==> config.mk <==
export PLATFORM = sky130hd
export DESIGN_NAME = bpred_top
export DESIGN_NICKNAME = d
export VERILOG_FILES = /design/src/hdl/bpred_pkg.sv /design/src/hdl/bpred_top.sv /design/src/hdl/branch_resolve.sv /design/src/hdl/btb.sv /design/src/hdl/fetch_pc_gen.sv /design/src/hdl/gshare.sv
export VERILOG_INCLUDE_DIRS = /design/src /design/src/hdl
export SDC_FILE = /design/constraint.sdc
export NUM_CORES = 2
export LEC_CHECK = 0
export BUFFER_PORTS_ARGS = -buffer_cell sky130_fd_sc_hd__buf_2
export CORE_ASPECT_RATIO = 2
export CORE_MARGIN = 3
export CORE_UTILIZATION = 40
export CTS_CLUSTER_SIZE = 12
export DETAILED_ROUTE_END_ITERATION = 10
export PLACE_DENSITY = 0.67
export SYNTH_ARGS = -nofsm -noshare
export SYNTH_HDL_FRONTEND = slang
export SYNTH_SLANG_ARGS = --single-unit
==> constraint.sdc <==
create_clock -name clk -period 17.9 [get_ports clk]
set_input_delay 3.58 -clock clk [delete_from_list [all_inputs] [get_ports clk]]
set_output_delay 3.58 -clock clk [all_outputs]
set_load 0.01 [all_outputs]
==> src/hdl/bpred_settings.svh <==
`ifndef BPRED_SETTINGS_SVH
`define BPRED_SETTINGS_SVH

// Table sizes
`define BTB_ENTRIES 32
`define GHR_BITS    5

// First fetch address after reset
`define RESET_PC    32'h0000_1000

// RV32I control-flow opcodes
`define OP_BRANCH   7'b1100011
`define OP_JAL      7'b1101111
`define OP_JALR     7'b1100111

`endif

==> src/hdl/bpred_pkg.sv <==
`include "bpred_settings.svh"

package bpred_pkg;

    // B-type layout, immediate bits scattered around the register fields
    typedef struct packed {
        logic       imm12;
        logic [5:0] imm10_5;
        logic [4:0] rs2;
        logic [4:0] rs1;
        logic [2:0] funct3;
        logic [3:0] imm4_1;
        logic       imm11;
        logic [6:0] opcode;
    } b_fmt_t;

    // J-type layout
    typedef struct packed {
        logic       imm20;
        logic [9:0] imm10_1;
        logic       imm11;
        logic [7:0] imm19_12;
        logic [4:0] rd;
        logic [6:0] opcode;
    } j_fmt_t;

    typedef union packed {
        b_fmt_t b_fmt;
        j_fmt_t j_fmt;
    } instr_u;

    typedef struct packed {
        logic                 hit;
        logic                 taken;
        logic [31:0]          target;
        logic [`GHR_BITS-1:0] pht_idx;
    } pred_t;

    // Prediction rides along from fetch so training can use it
    typedef struct packed {
        logic [31:0] pc;
        instr_u      instr;
        logic        taken;
        logic [31:0] jalr_target;
        pred_t       pred;
    } resolve_t;

    typedef struct packed {
        logic        we;
        logic [31:0] pc;
        logic [31:0] target;
        logic        is_jump;
    } btb_wr_t;

    typedef struct packed {
        logic                 we;
        logic [`GHR_BITS-1:0] idx;
        logic                 taken;
        logic                 shift;
    } pht_upd_t;

    typedef struct packed {
        logic        valid;
        logic [31:0] pc;
    } redirect_t;

endpackage

==> src/hdl/bpred_top.sv <==
`include "bpred_settings.svh"

module bpred_top (
    input  logic                 clk,
    input  logic                 reset_i,
    input  logic                 resolve_valid_i,
    input  bpred_pkg::resolve_t  resolve_i,
    input  logic                 fetch_stall_i,
    output logic [31:0]          fetch_pc_o,
    output bpred_pkg::pred_t     pred_o,
    output bpred_pkg::redirect_t redirect_o
);

    import bpred_pkg::*;

    btb_wr_t              btb_wr;
    pht_upd_t             pht_upd;
    logic                 btb_hit;
    logic                 btb_is_jump;
    logic [31:0]          btb_target;
    logic                 counter_taken;
    logic [`GHR_BITS-1:0] pht_idx;

    branch_resolve u_resolve (
        .clk             (clk),
        .reset_i         (reset_i),
        .resolve_valid_i (resolve_valid_i),
        .resolve_i       (resolve_i),
        .btb_wr_o        (btb_wr),
        .pht_upd_o       (pht_upd),
        .redirect_o      (redirect_o)
    );

    btb u_btb (
        .clk         (clk),
        .reset_i     (reset_i),
        .lookup_pc_i (fetch_pc_o),
        .hit_o       (btb_hit),
        .is_jump_o   (btb_is_jump),
        .target_o    (btb_target),
        .wr_i        (btb_wr)
    );

    gshare u_gshare (
        .clk             (clk),
        .reset_i         (reset_i),
        .lookup_pc_i     (fetch_pc_o),
        .pht_idx_o       (pht_idx),
        .counter_taken_o (counter_taken),
        .upd_i           (pht_upd)
    );

    fetch_pc_gen u_pc_gen (
        .clk             (clk),
        .reset_i         (reset_i),
        .fetch_stall_i   (fetch_stall_i),
        .redirect_i      (redirect_o),
        .btb_hit_i       (btb_hit),
        .btb_is_jump_i   (btb_is_jump),
        .btb_target_i    (btb_target),
        .counter_taken_i (counter_taken),
        .pht_idx_i       (pht_idx),
        .fetch_pc_o      (fetch_pc_o),
        .pred_o          (pred_o)
    );

endmodule

==> src/hdl/branch_resolve.sv <==
`include "bpred_settings.svh"

module branch_resolve (
    input  logic                 clk,
    input  logic                 reset_i,
    input  logic                 resolve_valid_i,
    input  bpred_pkg::resolve_t  resolve_i,
    output bpred_pkg::btb_wr_t   btb_wr_o,
    output bpred_pkg::pht_upd_t  pht_upd_o,
    output bpred_pkg::redirect_t redirect_o
);

    import bpred_pkg::*;

    logic [6:0]  opcode;
    logic        is_branch;
    logic        is_jal;
    logic        is_jalr;
    logic        is_jump;
    logic [31:0] b_imm;
    logic [31:0] j_imm;
    logic [31:0] true_target;
    logic        actual_taken;
    logic [31:0] actual_next_pc;
    logic        mispredict;

    // Opcode sits in the same bits for both formats
    assign opcode    = resolve_i.instr.b_fmt.opcode;
    assign is_branch = (opcode == `OP_BRANCH);
    assign is_jal    = (opcode == `OP_JAL);
    assign is_jalr   = (opcode == `OP_JALR);
    assign is_jump   = is_jal | is_jalr;

    assign b_imm = {{19{resolve_i.instr.b_fmt.imm12}}, resolve_i.instr.b_fmt.imm12,
                    resolve_i.instr.b_fmt.imm11, resolve_i.instr.b_fmt.imm10_5,
                    resolve_i.instr.b_fmt.imm4_1, 1'b0};
    assign j_imm = {{11{resolve_i.instr.j_fmt.imm20}}, resolve_i.instr.j_fmt.imm20,
                    resolve_i.instr.j_fmt.imm19_12, resolve_i.instr.j_fmt.imm11,
                    resolve_i.instr.j_fmt.imm10_1, 1'b0};

    always_comb begin
        if (is_jalr) begin
            true_target = resolve_i.jalr_target;
        end else if (is_jal) begin
            true_target = resolve_i.pc + j_imm;
        end else begin
            true_target = resolve_i.pc + b_imm;
        end
    end

    // Jumps are always taken, non-control instructions never
    assign actual_taken   = is_jump | (is_branch & resolve_i.taken);
    assign actual_next_pc = actual_taken ? true_target : resolve_i.pc + 32'd4;

    assign mispredict = (resolve_i.pred.taken != actual_taken) ||
                        (actual_taken && (resolve_i.pred.target != true_target));

    assign redirect_o.valid = resolve_valid_i & mispredict;
    assign redirect_o.pc    = actual_next_pc;

    assign btb_wr_o.we      = resolve_valid_i & actual_taken;
    assign btb_wr_o.pc      = resolve_i.pc;
    assign btb_wr_o.target  = true_target;
    assign btb_wr_o.is_jump = is_jump;

    // Counter uses the index the fetch saw, not a recomputed one
    assign pht_upd_o.we    = resolve_valid_i & is_branch;
    assign pht_upd_o.idx   = resolve_i.pred.pht_idx;
    assign pht_upd_o.taken = actual_taken;
    assign pht_upd_o.shift = resolve_valid_i & (is_branch | is_jump);

    assert property (@(posedge clk) reset_i |-> !redirect_o.valid)
        else $error("redirect raised during reset");

endmodule

==> src/hdl/btb.sv <==
`include "bpred_settings.svh"

module btb (
    input  logic               clk,
    input  logic               reset_i,
    input  logic [31:0]        lookup_pc_i,
    output logic               hit_o,
    output logic               is_jump_o,
    output logic [31:0]        target_o,
    input  bpred_pkg::btb_wr_t wr_i
);

    import bpred_pkg::*;

    localparam int IDX_BITS = $clog2(`BTB_ENTRIES);
    localparam int TAG_BITS = 32 - IDX_BITS - 2;

    logic [`BTB_ENTRIES-1:0] valid_q;
    logic [TAG_BITS-1:0]     tag_q    [`BTB_ENTRIES];
    logic [31:0]             target_q [`BTB_ENTRIES];
    logic                    jump_q   [`BTB_ENTRIES];

    logic [IDX_BITS-1:0] rd_idx;
    logic [TAG_BITS-1:0] rd_tag;
    logic [IDX_BITS-1:0] wr_idx;
    logic [TAG_BITS-1:0] wr_tag;

    // Word aligned PCs, so bits 1:0 are skipped
    assign rd_idx = lookup_pc_i[IDX_BITS+1:2];
    assign rd_tag = lookup_pc_i[31:IDX_BITS+2];
    assign wr_idx = wr_i.pc[IDX_BITS+1:2];
    assign wr_tag = wr_i.pc[31:IDX_BITS+2];

    assign hit_o     = valid_q[rd_idx] && (tag_q[rd_idx] == rd_tag);
    assign is_jump_o = hit_o & jump_q[rd_idx];
    assign target_o  = hit_o ? target_q[rd_idx] : 32'd0;

    always_ff @(posedge clk) begin
        if (reset_i) begin
            valid_q <= '0;
        end else if (wr_i.we) begin
            valid_q[wr_idx] <= 1'b1;
        end
    end

    // Entry payload
    always_ff @(posedge clk) begin
        if (wr_i.we) begin
            tag_q[wr_idx]    <= wr_tag;
            target_q[wr_idx] <= wr_i.target;
            jump_q[wr_idx]   <= wr_i.is_jump;
        end
    end

endmodule

==> src/hdl/fetch_pc_gen.sv <==
`include "bpred_settings.svh"

module fetch_pc_gen (
    input  logic                 clk,
    input  logic                 reset_i,
    input  logic                 fetch_stall_i,
    input  bpred_pkg::redirect_t redirect_i,
    input  logic                 btb_hit_i,
    input  logic                 btb_is_jump_i,
    input  logic [31:0]          btb_target_i,
    input  logic                 counter_taken_i,
    input  logic [`GHR_BITS-1:0] pht_idx_i,
    output logic [31:0]          fetch_pc_o,
    output bpred_pkg::pred_t     pred_o
);

    import bpred_pkg::*;

    logic [31:0] pc_q;

    // Jumps always taken on a hit, branches follow the counter
    assign pred_o.hit     = btb_hit_i;
    assign pred_o.taken   = btb_hit_i & (btb_is_jump_i | counter_taken_i);
    assign pred_o.target  = btb_target_i;
    assign pred_o.pht_idx = pht_idx_i;

    assign fetch_pc_o = pc_q;

    always_ff @(posedge clk) begin
        if (reset_i) begin
            pc_q <= `RESET_PC;
        end else if (redirect_i.valid) begin
            pc_q <= redirect_i.pc;  // wins over a stall
        end else if (!fetch_stall_i) begin
            pc_q <= pred_o.taken ? pred_o.target : pc_q + 32'd4;
        end
    end

    assert property (@(posedge clk) disable iff (reset_i) fetch_pc_o[1:0] == 2'b00)
        else $error("fetch PC not word aligned");

endmodule

==> src/hdl/gshare.sv <==
`include "bpred_settings.svh"

module gshare (
    input  logic                 clk,
    input  logic                 reset_i,
    input  logic [31:0]          lookup_pc_i,
    output logic [`GHR_BITS-1:0] pht_idx_o,
    output logic                 counter_taken_o,
    input  bpred_pkg::pht_upd_t  upd_i
);

    import bpred_pkg::*;

    localparam int PHT_ENTRIES = 1 << `GHR_BITS;

    logic [`GHR_BITS-1:0] ghr_q;
    logic [1:0]           pht_q [PHT_ENTRIES];

    assign pht_idx_o       = ghr_q ^ lookup_pc_i[`GHR_BITS+1:2];
    assign counter_taken_o = pht_q[pht_idx_o][1];

    // History holds real outcomes only
    always_ff @(posedge clk) begin
        if (reset_i) begin
            ghr_q <= '0;
        end else if (upd_i.shift) begin
            ghr_q <= {ghr_q[`GHR_BITS-2:0], upd_i.taken};
        end
    end

    // 2-bit saturating counters, start weakly not taken
    always_ff @(posedge clk) begin
        if (reset_i) begin
            for (int i = 0; i < PHT_ENTRIES; i++) begin
                pht_q[i] <= 2'b01;
            end
        end else if (upd_i.we) begin
            if (upd_i.taken) begin
                if (pht_q[upd_i.idx] != 2'b11) begin
                    pht_q[upd_i.idx] <= pht_q[upd_i.idx] + 2'b01;
                end
            end else begin
                if (pht_q[upd_i.idx] != 2'b00) begin
                    pht_q[upd_i.idx] <= pht_q[upd_i.idx] - 2'b01;
                end
            end
        end
    end

endmodule

**After elaboration in Yosys (flattened, before gate mapping)**

Memory sizes are Yosys's and may differ from the RTL's. A register that Yosys moved wholly into a read port is not among the register bits.
Index checks and enable logic that the tools add are counted.

- Add/subtract/negate cells: 6
- Order comparisons: 3
- Equal/unequal tests: 8
- Mux-type cells: 35
- Bitwise operators: 14
- Reduce and logical (&&, ||, !) cells: 6

Operators by type and width:

| operator | number |
|---|---|
| 2-to-1 mux 32 bit | 7 |
| adder 32 x 3 -> 32 bit, second input constant | 2 |
| adder 32 bit | 2 |
| 2-to-1 mux 5 bit | 7 |
| != test 32 bit | 1 |
| bitwise OR 32 bit | 1 |
| == test 25 bit | 1 |
| == test 7 bit, second input constant | 3 |
| 2-to-1 mux 1 bit | 17 |
| less-than comparator 5 x 6 -> 1 bit, second input constant | 2 |
| AND 1 bit | 7 |
| binary-select mux 1 bit (select 5 bit) | 1 |
| demux 1 bit (select 5 bit) | 1 |
| greater-or-equal comparator 5 x 1 -> 1 bit, second input constant | 1 |
| bitwise OR 1 bit | 5 |
| XOR 5 bit | 1 |
| 2-to-1 mux 2 bit | 2 |
| logical AND 1 bit | 3 |
| adder 2 x 1 -> 2 bit, second input constant | 1 |
| != test 2 x 1 -> 1 bit, second input constant | 1 |
| != test 2 bit, second input constant | 1 |
| nonzero test 2 bit | 1 |
| OR reduction 2 bit | 1 |
| subtractor 2 x 1 -> 2 bit, second input constant | 1 |
| other kinds (2) | 2 |

- Register bits: 69
- Bits in writable memories: 1920
- Input port bits: 140
- Output and inout bits: 104
- Logic and storage cells: 79
- Memories: 4

Memory list:

| name | depth | bits a word | rd ports | clocked after Yosys merged registers in | wr ports | line | text |
|---|---|---|---|---|---|---|---|
| u_btb.target_q | 32 | 32 | 1 | 1 | 1 | btb.sv:20 | `` logic [31:0] target_q [`BTB_ENTRIES]; `` |
| u_btb.tag_q | 32 | 25 | 1 | 1 | 1 | btb.sv:19 | `` logic [TAG_BITS-1:0] tag_q [`BTB_ENTRIES]; `` |
| u_gshare.pht_q | 32 | 2 | 2 | 0 | 32 | gshare.sv:17 | `logic [1:0] pht_q [PHT_ENTRIES];` |
| u_btb.jump_q | 32 | 1 | 1 | 1 | 1 | btb.sv:21 | `` logic jump_q [`BTB_ENTRIES]; `` |

**Logic depth before layout (Yosys ltp)**

- Word-level depth: 11
- Depth in mapped cells: 23
- Depth with buffers taken out: 20

**Hierarchy**

A second synthesis with hierarchy kept.

- Cell total of the unflattened synthesis: 4631
- Area, all modules: 84400.9 sq um

Modules (own cells, without submodules):

| module | instances | cells each | area an instance (sq um) | sequential area each (sq um) |
|---|---|---|---|---|
| btb | 1 | 3129 | 72508.3 | 56374.1 |
| branch_resolve | 1 | 753 | 4882.2 | 0.0 |
| gshare | 1 | 362 | 4187.8 | 2021.9 |
| fetch_pc_gen | 1 | 387 | 2822.7 | 640.6 |

**Worst setup path before layout**

No wires, ideal clock.

- Path kind: input -> output
- From: input port resolve_i[76] (netlist bit)
- To: output port redirect_o[32] (netlist bit)
- Data arrival time: 9.450 ns
- Required time: 14.320 ns
- Setup slack: 4.870 ns
- Stages on the path: 22
- Path buffers: 5
- Path through: and4b_1 > clkbuf_1 > and3_1 > clkbuf_1 > buf_1 > nand3_1 > nand2_1 > ha_1 > clkbuf_1 > a21oi_1 > o21ai_0 > nand3_1 > nand2_1 > o21a_1 > o31ai_1 > xor2_1 > a2111oi_0 > o211ai_1 > or4_1 > nand2_1 > buf_2 > inv_1

RTL lines:

| item | line | text |
|---|---|---|
| start, declared | bpred_top.sv:7 | `input bpred_pkg::resolve_t resolve_i,` |
| end, declared | bpred_top.sv:11 | `output bpred_pkg::redirect_t redirect_o` |

==> results.toml <==
[placement]
gp_congestion = 0.998
io_buffers = 242
hpwl_um = 168000

[global_route]
grt_pass1_vias = 46388
grt_max_degree = 116
antenna_found_initial = 40
grt_overflow = 0
grt_usage = 0.250
grt_pass1_wl_um = 369000

[logic_synthesis]
async_flop_share = 0
synth_area_leaders = "edfxtp_1 70%, mux4_2 14%, mux2i_1 2.1%"
synth_cells = 4426
yosys_warnings = 0
synth_nets = 4605
synth-edff-count = 1920
yosys_register_bits = 1994
synthFlopType = "edfxtp_1"
syn_avg_cell_area_sq_um = 18.6
synth_area_leader_cell = "edfxtp_1"
netlist_area_sq_um = 82400
ys_seq_area_frac = 0.718
netlist.area_leader.share = 0.700
synth_cell_types = 82

[hold_path]
worstHoldStart = "u_btb.valid_q[2]$_SDFFE_PP0P_"
hold_path.class = "reg -> reg"

[clocking]
cts_tree = "built"
clk_path_buf_depth = 4
hold_buffers = 0
clk_latency_ps = 850
root_buffer = "clkbuf_16"
cts_htree_levels = 4
cts_setup_buffers = 0
clock-sinks = 1994
ctsResizeCount = 0
clkTransAtPathRegs_ps = 60
cts_made_buffers = 195

[timing]
slew_headroom = 0.107
period_minus_slack_ps = 15310
finalHoldViolations = 0
fin_skew_ps = 74.0
period_share = 0.855
setup_viol = 0
grt_setup_unrepaired = "no"
final_max_slew_viol_count = 0
fin_setup_tns_ps = 0
tightest_slew_ps = 1300
clock.fmax_ghz = 0.0653

[worst_setup_path]
critPathMaxFanout = 21
cpPeakStageDelay_ps = 980
slowest_stage = "a2111oi_0"
worst_ep_required_time_ps = 14320
critPathLaunchType = "input port"
critPathKind = "in -> out"
path_cells = "buf_2 > and4b_1 > and3_1 > nand2_1 > mux2_2 > ha_1 > inv_1 > fa_1 > xnor3_1 > nor2b_1 > o221ai_1 > nor4_1 > o2111ai_1 > a2111oi_0 > o2111ai_1 > a2111oi_0 > nand4_1 > or4_1 > buf_4 > nand2_1 > inv_1 > buf_2"
cp.arrival_ps = 11730
startpoint = "resolve_i[76]"
critPathCaptureType = "output port"

[routing]
vias_per_cell = 6.18
initialDrtViolationCount = 6272
wire_per_inst_um = 35.4
drt_pre_antenna_iters = 6
vias = 46836
drc = 0
drtAntennaViolNets = 0
routed_wl_um = 268000

[power_and_ir_drop]
total_power_mw = 10.0
p_per_area_nw_per_um2 = 108
cellLeakagePower_nw = 29.1
ir_worst_vdd_v = 0.0000719

[floorplanning]
start_util = 0.402
rows = 235
fp.coreArea_sq_um = 205000
die_h_um = 648
die_w_um = 327
die_area_sq_um = 212000
boundaryPins = 244

[cells_and_area]
drive_above_1_share = 0.255
syn_to_final_growth_pct = 12.7
fin_util = 0.453
nNetsFinal = 4933

[status]
outcome = "completed"

[run]
cap_viol_max_count = 0
metal layers:
metal	routed length, um	vias to the layer above	GRT usage
met5	183	-	0
met4	15400	28	0.124
met3	26400	585	0.0569
met2	132000	2739	0.417
met1	94900	24771	0.308
li1	-	18713	-
cell families (layout without fill, tap and decap cells):
family                   count (synthesis)  after routing  synth area share
flip-flops                            1994           1994             0.718
AND/OR/NAND/NOR                        785            785            0.0460
multiplexers                           698            698             0.161
AO/OA/AOI/OAI                          505            505            0.0414
buffers and inverters                  305            707            0.0165
XOR/XNOR                               100            100            0.0110
adder cells (fa/ha/maj)                 39             39           0.00601
other                                    0             23                 0
final cells by class:
cell class	instances	area (sq um)
multi-input cells	2127	22400
flip-flops and latches	1994	59200
diodes	23	57.6
clock inverters	13	144
fillers	17321	112000
inverters	45	171
clock buffers	258	5220
well taps	2725	3410
repair buffers	391	2380
flip-flops by register name, summed over array words and instances, names as in the netlist, named ones only:
| signal | flops |
|---|---|
| u_btb.target_q | 1024 |
| u_gshare.pht_q | 64 |
| u_gshare.ghr_q | 5 |
| u_btb.tag_q | 800 |
| u_btb.jump_q | 32 |
| u_btb.valid_q | 32 |
| u_pc_gen.fetch_pc_o | 32 |
cells in the final DEF (no fill, tap or decap), types with 18 or more instances in the layout:
cell type | synthesis | layout
edfxtp_1 | 1920 | 1920
mux4_2 | 503 | 503
buf_2 | 49 | 242
nor2_1 | 239 | 206
clkbuf_16 | 0 | 200
nand2_1 | 196 | 195
mux2i_1 | 174 | 165
buf_4 | 22 | 145
a21oi_1 | 106 | 100
nand3_1 | 94 | 94
a22oi_1 | 85 | 85
dfxtp_1 | 74 | 69
o21ai_0 | 73 | 65
clkbuf_1 | 142 | 58
xor2_1 | 52 | 51
nor3_1 | 51 | 51
xnor2_1 | 46 | 46
inv_1 | 42 | 42
o21a_1 | 39 | 39
ha_1 | 38 | 38
nor2_4 | 0 | 32
nand4_1 | 30 | 30
a221oi_1 | 25 | 25
and3_1 | 25 | 24
diode_2 | 0 | 23
and2_1 | 23 | 23
a211oi_1 | 23 | 23
mux2_2 | 21 | 21
o211ai_1 | 18 | 18
a31oi_1 | 18 | 18
per-stage QoR:
stage | hold slack (ps) | instance area (sq um) | setup WS, ps | instances
global placement | 442 | 87500 | 2810 | 7282
CTS | 469 | 92800 | 2910 | 7553
floorplan | 435 | 82400 | 4870 | 4426
detailed placement | 454 | 87500 | 2950 | 7282
finish | 471 | 92900 | 2590 | 7576
global route | 485 | 92900 | 2510 | 7554
cells in the mapped netlist, types with 25 or more instances:
master and number:
xnor2_1 46, buf_1 36, nor3_1 51, a221oi_1 25
buf_2 49, nor2_1 239, o21ai_0 73, a22oi_1 85
a21oi_1 106, nand3_1 94, edfxtp_1 1920, nand4_1 30
mux4_2 503, nand2_1 196, ha_1 38, dfxtp_1 74
inv_1 42, and3_1 25, o21a_1 39, clkbuf_1 142
mux2i_1 174, xor2_1 52
final timing paths:
check,end,slack [ps],depth (start not counted)
min reg2reg,u_btb.valid_q[2]$_SDFFE_PP0P_,470,1
min,u_btb.valid_q[2]$_SDFFE_PP0P_,470,1
max,redirect_o[32],2590,22
max reg2reg,u_pc_gen.fetch_pc_o[1]$_SDFFE_PP0P_,10720,15
where the power goes:
group,internal [mW],total [mW],switching [mW]
Combinational,0.348,1.03,0.685
Sequential,5.24,5.27,0.0326
Clock,2.04,3.70,1.66
worst max-delay path, delay by kind of cell:
family	cells	cell delay (ps)
AOI/OAI and AO/OA	5	2210
xor gates and xnor gates	1	390
buffers and inverters	5	820
and+or+nand+nor	8	3600
muxes	1	430
adders and majority gates	2	650
(Power assumes the default switching activity.)
